<file path="src/logic/coreSettings.svh">
`ifndef CORE_SETTINGS_SVH
`define CORE_SETTINGS_SVH

// Datapath and address width
`define CORE_WORD_WIDTH 32

// General registers, r0 hardwired to zero
`define CORE_REG_COUNT 32

// First fetch address after reset
`define CORE_RESET_PC 32'h0000_0000

`endif

</file>
<file path="src/logic/corePkg.sv">
`include "coreSettings.svh"

package corePkg;

    typedef logic [`CORE_WORD_WIDTH-1:0] word_t;
    typedef logic [$clog2(`CORE_REG_COUNT)-1:0] regAddr_t;

    // Primary opcodes kept from MIPS-32
    typedef enum logic [5:0] {
        opSpecial = 6'h00,
        opJ       = 6'h02,
        opBeq     = 6'h04,
        opBne     = 6'h05,
        opAddiu   = 6'h09,
        opAndi    = 6'h0c,
        opOri     = 6'h0d,
        opLui     = 6'h0f,
        opLw      = 6'h23,
        opSw      = 6'h2b
    } opcode_t;

    typedef enum logic [5:0] {
        functSll  = 6'h00,
        functAddu = 6'h21,
        functSubu = 6'h23,
        functAnd  = 6'h24,
        functOr   = 6'h25,
        functXor  = 6'h26,
        functSlt  = 6'h2a
    } funct_t;

    typedef enum logic [3:0] {
        aluAdd,
        aluSub,
        aluAnd,
        aluOr,
        aluXor,
        aluSlt,
        aluSll,
        aluLui
    } aluOp_t;

    typedef enum logic [1:0] {
        fwdFromReg = 2'd0,
        fwdFromMem = 2'd1,
        fwdFromWb  = 2'd2
    } fwdSel_t;

    // Operand mux shared by decode and execute forwarding
    function automatic word_t selectOperand(fwdSel_t sel, word_t regVal, word_t memVal,
                                            word_t wbVal);
        case (sel)
            fwdFromMem: return memVal;
            fwdFromWb:  return wbVal;
            default:    return regVal;
        endcase
    endfunction

endpackage

</file>
<file path="src/logic/fetchStage.sv">
`include "coreSettings.svh"

module fetchStage (
    input  logic           clk,
    input  logic           arstN,
    input  logic           stall,
    input  logic           branchTaken,
    input  corePkg::word_t branchTarget,
    input  corePkg::word_t instr,
    output corePkg::word_t instrAddr,
    output corePkg::word_t decInstr,
    output corePkg::word_t decPcPlus4
);
    import corePkg::*;

    word_t pc;
    word_t pcPlus4;
    word_t nextPc;

    assign pcPlus4   = pc + word_t'(4);
    // Redirect lands after the delay slot already being fetched
    assign nextPc    = branchTaken ? branchTarget : pcPlus4;
    assign instrAddr = pc;

    always_ff @(posedge clk or negedge arstN) begin
        if (!arstN) begin
            pc <= `CORE_RESET_PC;
        end else if (!stall) begin
            pc <= nextPc;
        end
    end

    // IF/ID, instruction clears to a nop
    always_ff @(posedge clk or negedge arstN) begin
        if (!arstN) begin
            decInstr <= '0;
        end else if (!stall) begin
            decInstr <= instr;
        end
    end

    always_ff @(posedge clk) begin
        if (!stall) begin
            decPcPlus4 <= pcPlus4;
        end
    end

endmodule

</file>
<file path="src/logic/decodeStage.sv">
`include "coreSettings.svh"

module decodeStage (
    input  logic              clk,
    input  logic              arstN,
    input  logic              bubble,
    input  corePkg::word_t    decInstr,
    input  corePkg::word_t    decPcPlus4,
    input  corePkg::fwdSel_t  fwdDecA,
    input  corePkg::fwdSel_t  fwdDecB,
    input  corePkg::word_t    memResult,
    input  corePkg::word_t    wbData,
    input  corePkg::regAddr_t wbRegAddr,
    input  logic              wbRegWrite,
    output corePkg::regAddr_t decRs,
    output corePkg::regAddr_t decRt,
    output logic              isBranch,
    output logic              branchTaken,
    output corePkg::word_t    branchTarget,
    output corePkg::regAddr_t exRs,
    output corePkg::regAddr_t exRt,
    output corePkg::regAddr_t exRd,
    output corePkg::word_t    exOpA,
    output corePkg::word_t    exOpB,
    output corePkg::word_t    exImm,
    output logic [4:0]        exShamt,
    output corePkg::aluOp_t   exAluOp,
    output logic              exUseImm,
    output logic              exRegDst,
    output logic              exRegWrite,
    output logic              exMemRead,
    output logic              exMemWrite
);
    import corePkg::*;

    opcode_t     opcode;
    funct_t      funct;
    regAddr_t    rd;
    regAddr_t    dest;
    logic [15:0] imm16;
    word_t       regFile [`CORE_REG_COUNT];
    word_t       rfA;
    word_t       rfB;
    word_t       opA;
    word_t       opB;
    word_t       immExt;
    word_t       immSext;
    aluOp_t      aluOp;
    logic        useImm;
    logic        regDst;
    logic        regWrite;
    logic        memRead;
    logic        memWrite;
    logic        zeroExt;
    logic        isBne;
    logic        isJump;

    assign opcode = opcode_t'(decInstr[31:26]);
    assign funct  = funct_t'(decInstr[5:0]);
    assign decRs  = decInstr[25:21];
    assign decRt  = decInstr[20:16];
    assign rd     = decInstr[15:11];
    assign imm16  = decInstr[15:0];

    always_comb begin
        aluOp    = aluAdd;
        useImm   = 1'b0;
        regDst   = 1'b0;
        regWrite = 1'b0;
        memRead  = 1'b0;
        memWrite = 1'b0;
        zeroExt  = 1'b0;
        isBranch = 1'b0;
        isBne    = 1'b0;
        isJump   = 1'b0;
        case (opcode)
            opSpecial: begin
                regDst   = 1'b1;
                regWrite = 1'b1;
                case (funct)
                    functSll:  aluOp = aluSll;
                    functAddu: aluOp = aluAdd;
                    functSubu: aluOp = aluSub;
                    functAnd:  aluOp = aluAnd;
                    functOr:   aluOp = aluOr;
                    functXor:  aluOp = aluXor;
                    functSlt:  aluOp = aluSlt;
                    default:   regWrite = 1'b0;
                endcase
            end
            opAddiu: begin
                useImm   = 1'b1;
                regWrite = 1'b1;
            end
            opAndi, opOri, opLui: begin
                aluOp    = (opcode == opAndi) ? aluAnd : (opcode == opOri) ? aluOr : aluLui;
                useImm   = 1'b1;
                zeroExt  = 1'b1;
                regWrite = 1'b1;
            end
            opLw: begin
                useImm   = 1'b1;
                memRead  = 1'b1;
                regWrite = 1'b1;
            end
            opSw: begin
                useImm   = 1'b1;
                memWrite = 1'b1;
            end
            opBeq: isBranch = 1'b1;
            opBne: begin
                isBranch = 1'b1;
                isBne    = 1'b1;
            end
            opJ: isJump = 1'b1;
            default: ;
        endcase
    end

    // Write in first half as seen by reads
    assign rfA = (decRs == '0) ? '0 :
                 (wbRegWrite && wbRegAddr == decRs) ? wbData : regFile[decRs];
    assign rfB = (decRt == '0) ? '0 :
                 (wbRegWrite && wbRegAddr == decRt) ? wbData : regFile[decRt];

    always_ff @(posedge clk) begin
        if (wbRegWrite && wbRegAddr != '0) begin
            regFile[wbRegAddr] <= wbData;
        end
    end

    assign opA = selectOperand(fwdDecA, rfA, memResult, wbData);
    assign opB = selectOperand(fwdDecB, rfB, memResult, wbData);

    assign immSext = {{16{imm16[15]}}, imm16};
    assign immExt  = zeroExt ? {16'h0000, imm16} : immSext;

    // Branch resolves here; delay slot follows regardless
    assign branchTaken  = isJump | (isBranch & ((opA == opB) ^ isBne));
    assign branchTarget = isJump ? {decPcPlus4[31:28], decInstr[25:0], 2'b00}
                                 : decPcPlus4 + (immSext << 2);

    // Writes to r0 are dropped at decode
    assign dest = regDst ? rd : decRt;

    always_ff @(posedge clk or negedge arstN) begin
        if (!arstN) begin
            exRegWrite <= 1'b0;
            exMemRead  <= 1'b0;
            exMemWrite <= 1'b0;
        end else if (bubble) begin
            exRegWrite <= 1'b0;
            exMemRead  <= 1'b0;
            exMemWrite <= 1'b0;
        end else begin
            exRegWrite <= regWrite && (dest != '0);
            exMemRead  <= memRead;
            exMemWrite <= memWrite;
        end
    end

    always_ff @(posedge clk) begin
        exRs     <= decRs;
        exRt     <= decRt;
        exRd     <= rd;
        exOpA    <= opA;
        exOpB    <= opB;
        exImm    <= immExt;
        exShamt  <= decInstr[10:6];
        exAluOp  <= aluOp;
        exUseImm <= useImm;
        exRegDst <= regDst;
    end

endmodule

</file>
<file path="src/logic/executeStage.sv">
module executeStage (
    input  logic              clk,
    input  logic              arstN,
    input  corePkg::regAddr_t exRt,
    input  corePkg::regAddr_t exRd,
    input  corePkg::word_t    exOpA,
    input  corePkg::word_t    exOpB,
    input  corePkg::word_t    exImm,
    input  logic [4:0]        exShamt,
    input  corePkg::aluOp_t   exAluOp,
    input  logic              exUseImm,
    input  logic              exRegDst,
    input  logic              exRegWrite,
    input  logic              exMemRead,
    input  logic              exMemWrite,
    input  corePkg::fwdSel_t  fwdExA,
    input  corePkg::fwdSel_t  fwdExB,
    input  corePkg::word_t    memResult,
    input  corePkg::word_t    wbData,
    output corePkg::word_t    memAluResult,
    output corePkg::word_t    memStoreData,
    output corePkg::regAddr_t memRegAddr,
    output logic              memRegWrite,
    output logic              memMemRead,
    output logic              memMemWrite,
    output corePkg::regAddr_t exDest
);
    import corePkg::*;

    word_t opA;
    word_t opB;
    word_t aluA;
    word_t aluB;
    word_t aluResult;

    assign opA = selectOperand(fwdExA, exOpA, memResult, wbData);
    assign opB = selectOperand(fwdExB, exOpB, memResult, wbData);

    // sll takes its amount on the A side
    assign aluA = (exAluOp == aluSll) ? word_t'(exShamt) : opA;
    assign aluB = exUseImm ? exImm : opB;

    always_comb begin
        case (exAluOp)
            aluAdd:  aluResult = aluA + aluB;
            aluSub:  aluResult = aluA - aluB;
            aluAnd:  aluResult = aluA & aluB;
            aluOr:   aluResult = aluA | aluB;
            aluXor:  aluResult = aluA ^ aluB;
            aluSlt:  aluResult = word_t'($signed(aluA) < $signed(aluB));
            aluSll:  aluResult = aluB << aluA[4:0];
            aluLui:  aluResult = {aluB[15:0], 16'h0000};
            default: aluResult = aluA + aluB;
        endcase
    end

    assign exDest = exRegDst ? exRd : exRt;

    always_ff @(posedge clk or negedge arstN) begin
        if (!arstN) begin
            memRegWrite <= 1'b0;
            memMemRead  <= 1'b0;
            memMemWrite <= 1'b0;
        end else begin
            memRegWrite <= exRegWrite;
            memMemRead  <= exMemRead;
            memMemWrite <= exMemWrite;
        end
    end

    // Store data is rt after forwarding
    always_ff @(posedge clk) begin
        memAluResult <= aluResult;
        memStoreData <= opB;
        memRegAddr   <= exDest;
    end

endmodule

</file>
<file path="src/logic/memAccess.sv">
module memAccess (
    input  logic              clk,
    input  logic              arstN,
    input  corePkg::word_t    memAluResult,
    input  corePkg::word_t    memStoreData,
    input  corePkg::regAddr_t memRegAddr,
    input  logic              memRegWrite,
    input  logic              memMemRead,
    input  logic              memMemWrite,
    input  corePkg::word_t    dataRdata,
    output corePkg::word_t    dataAddr,
    output corePkg::word_t    dataWdata,
    output logic              dataWe,
    output corePkg::word_t    memResult,
    output corePkg::word_t    wbData,
    output corePkg::regAddr_t wbRegAddr,
    output logic              wbRegWrite
);

    // Word accesses only
    assign dataAddr  = memAluResult;
    assign dataWdata = memStoreData;
    assign dataWe    = memMemWrite;

    // Loads are never forwarded from here
    assign memResult = memAluResult;

    always_ff @(posedge clk or negedge arstN) begin
        if (!arstN) begin
            wbRegWrite <= 1'b0;
        end else begin
            wbRegWrite <= memRegWrite;
        end
    end

    always_ff @(posedge clk) begin
        wbData    <= memMemRead ? dataRdata : memAluResult;
        wbRegAddr <= memRegAddr;
    end

endmodule

</file>
<file path="src/logic/hazardUnit.sv">
module hazardUnit (
    input  corePkg::regAddr_t decRs,
    input  corePkg::regAddr_t decRt,
    input  corePkg::regAddr_t exRs,
    input  corePkg::regAddr_t exRt,
    input  corePkg::regAddr_t exDest,
    input  corePkg::regAddr_t memRegAddr,
    input  corePkg::regAddr_t wbRegAddr,
    input  logic              isBranch,
    input  logic              exRegWrite,
    input  logic              exMemRead,
    input  logic              memRegWrite,
    input  logic              memMemRead,
    input  logic              wbRegWrite,
    output corePkg::fwdSel_t  fwdDecA,
    output corePkg::fwdSel_t  fwdDecB,
    output corePkg::fwdSel_t  fwdExA,
    output corePkg::fwdSel_t  fwdExB,
    output logic              stall,
    output logic              bubble
);
    import corePkg::*;

    logic memFwdOk;
    logic exHitsDec;
    logic memHitsDec;
    logic loadUse;
    logic branchOnEx;
    logic branchOnMemLoad;

    // Memory wins over writeback, r0 never forwarded
    function automatic fwdSel_t pickSource(regAddr_t src, regAddr_t memAddr, logic memOk,
                                           regAddr_t wbAddr, logic wbOk);
        if (src == '0) begin
            return fwdFromReg;
        end else if (memOk && memAddr == src) begin
            return fwdFromMem;
        end else if (wbOk && wbAddr == src) begin
            return fwdFromWb;
        end
        return fwdFromReg;
    endfunction

    // Load data only exists after memory
    assign memFwdOk = memRegWrite && !memMemRead;

    assign fwdDecA = pickSource(decRs, memRegAddr, memFwdOk, wbRegAddr, wbRegWrite);
    assign fwdDecB = pickSource(decRt, memRegAddr, memFwdOk, wbRegAddr, wbRegWrite);
    assign fwdExA  = pickSource(exRs, memRegAddr, memFwdOk, wbRegAddr, wbRegWrite);
    assign fwdExB  = pickSource(exRt, memRegAddr, memFwdOk, wbRegAddr, wbRegWrite);

    assign exHitsDec  = exRegWrite && exDest != '0 && (exDest == decRs || exDest == decRt);
    assign memHitsDec = memRegWrite && memRegAddr != '0 &&
                        (memRegAddr == decRs || memRegAddr == decRt);

    assign loadUse         = exMemRead && exHitsDec;
    // Branch compares in decode, so it waits for the producer to reach memory
    assign branchOnEx      = isBranch && exHitsDec;
    assign branchOnMemLoad = isBranch && memMemRead && memHitsDec;

    assign stall  = loadUse | branchOnEx | branchOnMemLoad;
    assign bubble = loadUse | branchOnEx | branchOnMemLoad;

endmodule

</file>
<file path="src/logic/core.sv">
module core (
    input  logic           clk,
    input  logic           arstN,
    input  corePkg::word_t instr,
    input  corePkg::word_t dataRdata,
    output corePkg::word_t instrAddr,
    output corePkg::word_t dataAddr,
    output corePkg::word_t dataWdata,
    output logic           dataWe
);
    import corePkg::*;

    // Fetch to decode
    word_t    decInstr;
    word_t    decPcPlus4;
    logic     branchTaken;
    word_t    branchTarget;

    // Decode to execute
    regAddr_t decRs;
    regAddr_t decRt;
    logic     isBranch;
    regAddr_t exRs;
    regAddr_t exRt;
    regAddr_t exRd;
    word_t    exOpA;
    word_t    exOpB;
    word_t    exImm;
    logic [4:0] exShamt;
    aluOp_t   exAluOp;
    logic     exUseImm;
    logic     exRegDst;
    logic     exRegWrite;
    logic     exMemRead;
    logic     exMemWrite;
    regAddr_t exDest;

    // Execute to memory and writeback
    word_t    memAluResult;
    word_t    memStoreData;
    regAddr_t memRegAddr;
    logic     memRegWrite;
    logic     memMemRead;
    logic     memMemWrite;
    word_t    memResult;
    word_t    wbData;
    regAddr_t wbRegAddr;
    logic     wbRegWrite;

    // Hazard control
    fwdSel_t  fwdDecA;
    fwdSel_t  fwdDecB;
    fwdSel_t  fwdExA;
    fwdSel_t  fwdExB;
    logic     stall;
    logic     bubble;

    fetchStage    fetch (.*);
    decodeStage   decode (.*);
    executeStage  execute (.*);
    memAccess     mem (.*);
    hazardUnit    hazard (.*);

endmodule

</file>
<file path="config.mk">
export PLATFORM = sky130hd
export DESIGN_NAME = core
export DESIGN_NICKNAME = d
export VERILOG_FILES = /design/src/logic/corePkg.sv /design/src/logic/fetchStage.sv /design/src/logic/decodeStage.sv /design/src/logic/executeStage.sv /design/src/logic/memAccess.sv /design/src/logic/hazardUnit.sv /design/src/logic/core.sv
export VERILOG_INCLUDE_DIRS = /design/src /design/src/logic
export SDC_FILE = /design/constraint.sdc
export NUM_CORES = 2
export LEC_CHECK = 0
export BUFFER_PORTS_ARGS = -buffer_cell sky130_fd_sc_hd__buf_2
export CAP_MARGIN = 20
export CELL_PAD_IN_SITES_DETAIL_PLACEMENT = 0
export CELL_PAD_IN_SITES_GLOBAL_PLACEMENT = 1
export CORE_MARGIN = 4
export CORE_UTILIZATION = 53
export DETAILED_ROUTE_END_ITERATION = 6
export HOLD_SLACK_MARGIN = 0.03
export PLACE_DENSITY_LB_ADDON = 0.1
export SLEW_MARGIN = 20
export SYNTH_ARGS = -nofsm -noshare
export SYNTH_HDL_FRONTEND = slang
export SYNTH_SLANG_ARGS = --single-unit
</file>
<file path="constraint.sdc">
create_clock -name clk -period 8.6 [get_ports clk]
set_clock_uncertainty 0.05 [all_clocks]
set_input_delay 1.29 -clock clk [delete_from_list [all_inputs] [get_ports clk]]
set_output_delay 1.29 -clock clk [all_outputs]
set_load 0.1 [all_outputs]
</file>
* Word-level counts from Yosys, hierarchy flattened *
Memories as Yosys holds them, arrays and structs flattened.
Index checks and enable logic that the tools add are counted.

word-level totals
  bits in registers = 316
  memories kept = 1
  input port bits = 66
  logic and storage cells = 182
  memory bits (writable) = 1024

memory list
  name            words  width  read ports  clocked after memory_dff  write ports  RTL line           source
  decode.regFile  32     32     2           0                         1            decodeStage.sv:41  word_t regFile [`CORE_REG_COUNT];

operators by class
  shifts and indexed selects = 1
  add/sub/neg operators = 4
  bitwise operators = 8
  reductions and logical operators = 37
  eq/ne operators = 41
  muxes and demuxes = 63
  order comparisons = 1

operators with widths
  kind                   count
  $mux 32                9
  $pmux 32 s2            4
  $pmux 32 s7            1
  $add 32x32->32         2
  $eq 5x5->1             10
  $eq 6x6->1 const B     8
  $add 32x3->32 const B  1
  $and 32x32->32         1
  $eq 32x32->1           1
  $lt 32x32->1           1
  $mux 2                 16
  $or 32x32->32          1
  $shl 32x5->32          1
  $sub 32x32->32         1
  $xor 32x32->32         1
  $mux 1                 26
  $eq 6x4->1 const B     4
  $logic_not 5->1        4
  $reduce_bool 5->1      4
  $logic_and 1x1->1      19
  $pmux 3 s6             1
  $eq 4x3->1 const B     4
  $eq 6x3->1 const B     2
  $logic_not 6->1        2
  other kinds (20)       31

* Depth between registers and ports, before layout *
  depth in word-level cells = 13
  mapped depth = 29
  mapped depth without buffers = 22

* By module *
Synthesis repeated with hierarchy kept, for this count alone.

second synthesis, totals
  cells, all modules = 5185
  area, all modules = 71278.4 µm²

modules (own cells, without submodules)
  module        times used  cells each  area an instance (µm²)
  decodeStage   1           3081        53685.2
  executeStage  1           1419        10077.2
  fetchStage    1           411         4744.6
  memAccess     1           171         2038.2
  hazardUnit    1           103         733.2

* Worst setup path before layout *
OpenSTA, ideal clock, no wires.

  kind = register to register
  start = register execute.memMemRead
  end = register execute.memAluResult[31]
  setup time = 0.079 ns
  path slack = 2.603 ns
  arrival = 5.868 ns
  cell stages (with the launch flop) = 24
  cells stage by stage = dfrtp_1 -> clkbuf_1 -> nor2b_1 -> nand4_1 -> nor3_1 -> a21oi_1 -> nand2_1 -> a31o_2 -> clkbuf_1 -> buf_1 -> inv_1 -> ha_1 -> clkbuf_1 -> o21a_1 -> o21ai_0 -> a211o_1 -> a2111oi_0 -> o21a_1 -> nor3_1 -> o221ai_1 -> a31oi_1 -> or4b_2 -> a311o_1 -> o211ai_1

on the way
  longest elaborated chain between the ends = 11
  elaborated cells on any way between the ends = 29
  those cells by class = 2 x add/sub; 4 x eq/ne; 1 x shift; 15 x mux; 3 x bitwise; 4 x reduce/logical

ends and longest elaborated chain
  element                                   RTL line                                source
  start, declared                           executeStage.sv:24                      output logic memMemRead,
  start signal, assigned                    executeStage.sv:66                      memMemRead <= exMemRead;
  $logic_not 1->1 (*)                       hazardUnit.sv:45                        assign memFwdOk = memRegWrite && !memMemRead;
  $logic_and 1x1->1 (*)                     hazardUnit.sv:45
  $logic_and 1x1->1                         hazardUnit.sv:36                        end else if (memOk && memAddr == src) begin
  $mux 2 or $mux 1 (tied branches)          hazardUnit.sv:36
  $mux 2 or $mux 1 (tied branches)          hazardUnit.sv:34                        if (src == '0) begin
  $mux 2                                    hazardUnit.sv:41                        return fwdFromReg;
  $eq 2x2->1 or $eq 2x1->1 (tied branches)  corePkg.sv:52                           case (sel)
  $pmux 32 s2                               corePkg.sv:52
  $mux 32 (on tied branches)                executeStage.sv:40, executeStage.sv:41
  $add 32x32->32 (tied with other cells)    executeStage.sv:45, executeStage.sv:53
  $pmux 32 s7 (*)                           executeStage.sv:44                      case (exAluOp)
  net execute.aluResult[31]                 executeStage.sv:34                      word_t aluResult;
  end signal, assigned                      executeStage.sv:73                      memAluResult <= aluResult;
  end, declared                             executeStage.sv:20                      output corePkg::word_t memAluResult,

The timed path passes the listed nets; every way through them passes the cells marked *.
A chain may end at the register's enable or synchronous reset.

* Worst setup path after layout *
  start = register fetch.decInstr[16]
  end = register fetch.pc[2], in the netlist fetch.instrAddr[2]

on the way
  longest elaborated chain between the ends = 13
  elaborated cells on any way between the ends = 32
  those cells by class = 6 x eq/ne; 10 x mux; 5 x bitwise; 10 x reduce/logical; 1 x memory

ends and longest elaborated chain
  element                                   RTL line                              source
  start, declared                           fetchStage.sv:11                      output corePkg::word_t decInstr,
  start signal, assigned                    fetchStage.sv:38                      decInstr <= instr;
  $eq 5x5->1                                decodeStage.sv:124, hazardUnit.sv:38
  $logic_and 1x1->1                         decodeStage.sv:124, hazardUnit.sv:38
  $mux 1                                    hazardUnit.sv:38                      end else if (wbOk && wbAddr == src) begin
  $mux 1                                    hazardUnit.sv:36
  $mux 1                                    hazardUnit.sv:34
  $mux 2                                    hazardUnit.sv:41
  $eq 2x2->1 or $eq 2x1->1 (tied branches)  corePkg.sv:52
  $pmux 32 s2 (*)                           corePkg.sv:52
  net decode.opB[5]                         decodeStage.sv:45                     word_t opB;
  $eq 32x32->1 (*)                          decodeStage.sv:139                    assign branchTaken = isJump | (isBranch & ((opA == opB) ^ isBne));
  $xor 1x1->1 (*)                           decodeStage.sv:139
  $and 1x1->1 (*)                           decodeStage.sv:139
  $or 1x1->1 (*)                            decodeStage.sv:139
  $mux 32 (*)                               fetchStage.sv:22                      assign nextPc = branchTaken ? branchTarget : pcPlus4;
  end signal, assigned                      fetchStage.sv:27                      pc <= `CORE_RESET_PC;
  end signal, assigned                      fetchStage.sv:29                      pc <= nextPc;
  end, declared                             fetchStage.sv:16                      word_t pc;

Marked as above.

==> reports/qor.txt <==
Outcome -> finished, violations left
Failing checks -> DRC
Worst-Skew Late Latency -> 0.81 ns
Min Tclk post-route -> 7.21 ns
VDD IR max -> 0.237 mV
Crit start category -> flip-flop
Met1 usage -> 51.2%
Worst Hold Class -> reg2reg
Register area share after synthesis -> 54.2%
Critical path required time -> 9.22 ns
Simple-Gate Fraction of Synth Area -> 7.08%
Primary FF master, synth -> edfxtp_1
Input/output buffers -> 162
Main combinational cell family by area after synthesis -> multiplexers
Routability cong. -> 0.987
Top Usage Layer GRT -> met2
Placed Area -> 72500 um^2
Largest net degree at the start of global routing -> 102
P_leak -> 27.4 nW
Pwr/cell area -> 266 nW/um^2
DR pass1 iterations -> 7
Yosys reg bits -> 1329
Synth Warn # -> 0
Syn Inst Count -> 5035
Max_slew headroom -> 18.3%
First-pass GRT wire length -> 363000 um
RSZ-0062 raised after global routing -> false
R2r startpoint -> fetch.decInstr[16]
Adder-Cell Fraction of Synth Area -> 2.47%
Crit path cell chain -> xnor2_1 > nand2_1 > nor3_1 > nand2_1 > ha_1 > inv_1 > nand2_1 > o41ai_2 > buf_4 > a22o_1 > or3_1 > xor2_1 > or4_1 > nor4_2 > nand4b_2 > mux2i_4 > buf_12 > nor4_1 > a2111oi_2
Via count -> 49900
Clock sink total -> 1329
Wire length per cell -> 36.5 um
Most used cell, CP -> nand2_1
GR Util All Layers -> 37.5%
Finished Cell Area -> 77300 um^2
Endpoints failing setup -> 0
XOR/XNOR Fraction of Synth Area -> 1.92%
Area of the die -> 137000 um^2
Routing usage on met3 -> 9.53%
Number of flops mapped to enable cells by yosys -> 1056
CTS clk-pin slew, worst paths -> 0.06 ns
Delay-heaviest family, CP -> simple AND/OR/NAND/NOR gates
CP max FO -> 43
Antenna violations before repair -> 10
# IOs -> 163
Worst Setup End Kind -> flip-flop
Met2 Use GR -> 56.2%
Post-Syn Area per Cell -> 13.8 um^2
Critical setup path kind -> reg2reg
Hpwl dp -> 166000 um
GRT overflow -> 0
Drc violations -> 12
Max-slew violation count -> 0
Via count of the first global-routing pass -> 48600
Initial Util -> 53.4%
Layout area overhead -> 11.5%
Die Span Y -> 370 um
Crit path arrival time -> 7.83 ns
Setup bufs post-CTS -> 0
CP bufs+invs -> 3
Die Wd -> 370 um
Multi-input logic area -> 29800 um^2
Fmax achieved -> 0.139 GHz
Post-synthesis compound-gate area fraction -> 10.3%
Final nets -> 5400
Max_cap viols -> 0
FP Rows -> 132
Post-CTS Hold Buffers -> 0
Asr flop ratio synth -> 5.34%
CTS tree -> done
Tightest Pin Transition -> 1.22 ns
Period utilization -> 83.8%
CTS-repair resized insts -> 0
Synth cell types -> 97
Cell area after synthesis -> 69300 um^2
Core Region -> 130000 um^2
Worst path slowest cell -> dfrtp_4
Layout cells sized above 1 -> 23.4%
Vias per cell -> 7.06
# fillers -> 10100
DRT Wirelength -> 258000 um
Hold Crit Start -> decode.exMemWrite
DRT antenna net count -> 0
Max incr delay on CP -> 1.09 ns
Num CTS Buffers -> 146
H-tree levels -> 4
Clock Path Buffers -> 3
Final Hold Vio Count -> 0
Fin Setup TNS -> 0 ns
CTS Root Cell -> clkbuf_16
Storage element area -> 37600 um^2
Mux share of post-synthesis cell area -> 20.6%
First DRT Iteration DRCs -> 7144
Worst setup path startpoint -> fetch.decInstr[16]
==> cell usage after synthesis, drive strengths merged, types with 101 or more instances <==
library cell,number,area [um^2]
edfxtp,1056,31700
dfxtp,202,4040
mux4,491,11100
a21oi,202,1010
ha,131,1640
xnor2,108,946
nand3,101,505
buf,149,992
a22oi,116,871
nand2,426,1600
clkbuf,215,808
mux2i,244,2450
nor2,240,901
o21ai,150,751
inv,153,574
==> layout by cell type (no fill, tap or decap), types with 27 or more instances in the layout <==
master	synthesis	layout
clkbuf_1	214	29
edfxtp_1	1056	1056
a31oi_1	51	51
xor2_1	44	44
nor2_4	0	32
dfxtp_1	202	198
nand3_1	101	100
nand2_1	426	426
xnor2_1	108	108
nor3_1	60	55
dfrtp_1	71	61
buf_4	39	180
nand2b_1	29	29
a22oi_1	116	116
a211oi_1	34	32
o21ai_0	147	147
buf_2	55	161
clkbuf_16	0	149
a21oi_1	201	200
nor2b_1	33	31
nand4_1	31	31
o22ai_1	59	59
ha_1	131	131
conb_1	1	32
a221oi_1	47	47
o211ai_1	66	66
and2_1	27	27
a21o_1	38	38
nor2_1	240	200
a32oi_1	44	44
mux2_2	68	68
mux4_2	491	491
mux2i_1	243	243
inv_1	149	146
==> registers in the layout, indices dropped and copies added (netlist names), 8 cells and up <==
signal and count:
execute.memStoreData 32, decode.regFile 1024, decode.exImm 8, execute.memAluResult 32, fetch.instrAddr 32, decode.exOpA 32
fetch.decPcPlus4 32, decode.exOpB 32, mem.wbData 32, fetch.decInstr 32
==> cell families (layout without fill, tap and decap cells) <==
logic type      Yosys count  after routing
mux                     803            803
compound gates         1029           1029
simple gates           1064           1064
xor+xnor                152            152
buf+inv                 522            771
other cells               1             39
flops                  1329           1329
fa+ha+maj               135            135
==> area by class of cell <==
type,count,area share (%)
flip-flops and latches,1329,48.6
multi-input cells,3215,38.6
clock buffers,182,5.04
repair buffers,350,3.02
well taps,1742,2.82
clock inverters,81,1.11
inverters,158,0.771
diodes,7,0.0227
==> worst paths after layout <==
kind | end | cells after the start | slack, ns
max | fetch.instrAddr[2] | 19 | 1.39
min | execute.memMemWrite | 0 | 0.30
max reg2reg | fetch.instrAddr[2] | 19 | 1.39
min reg2reg | execute.memMemWrite | 0 | 0.30
max in group asynchronous | fetch.decInstr[17] | 2 | 7.42
min in group asynchronous | fetch.decInstr[10] | 1 | 0.45
==> metrics by stage <==
step                      util, %  hold slack (ns)  setup WS [ns]  instances  total power, mW
after floorplan                 -            0.279           2.60       5066             12.2
final                        59.6            0.304           1.39       7064             20.6
after detailed placement     55.9            0.289           1.50       6793             14.2
after global routing         59.6            0.317          0.871       7059             21.2
after CTS                    59.6            0.308           1.46       7056             20.5
after global placement       55.9            0.290           1.73       6793             14.2
==> routing by layer <==
| layer | up-vias | share of wire, % |
|---|---|---|
| li1 | 20300 | - |
| met1 | 25400 | 37 |
| met2 | 3512 | 44 |
| met3 | 682 | 12 |
| met4 | 6 | 6.1 |
| met5 | - | 0.014 |
==> power breakdown <==
part	internal [mW]	leakage, nW	switching [mW]
Sequential	8.07	12.2	0.562
Combinational	1.52	13.0	4.11
Clock	3.64	2.31	2.67
No activity file was read; power rests on OpenSTA's default activity.
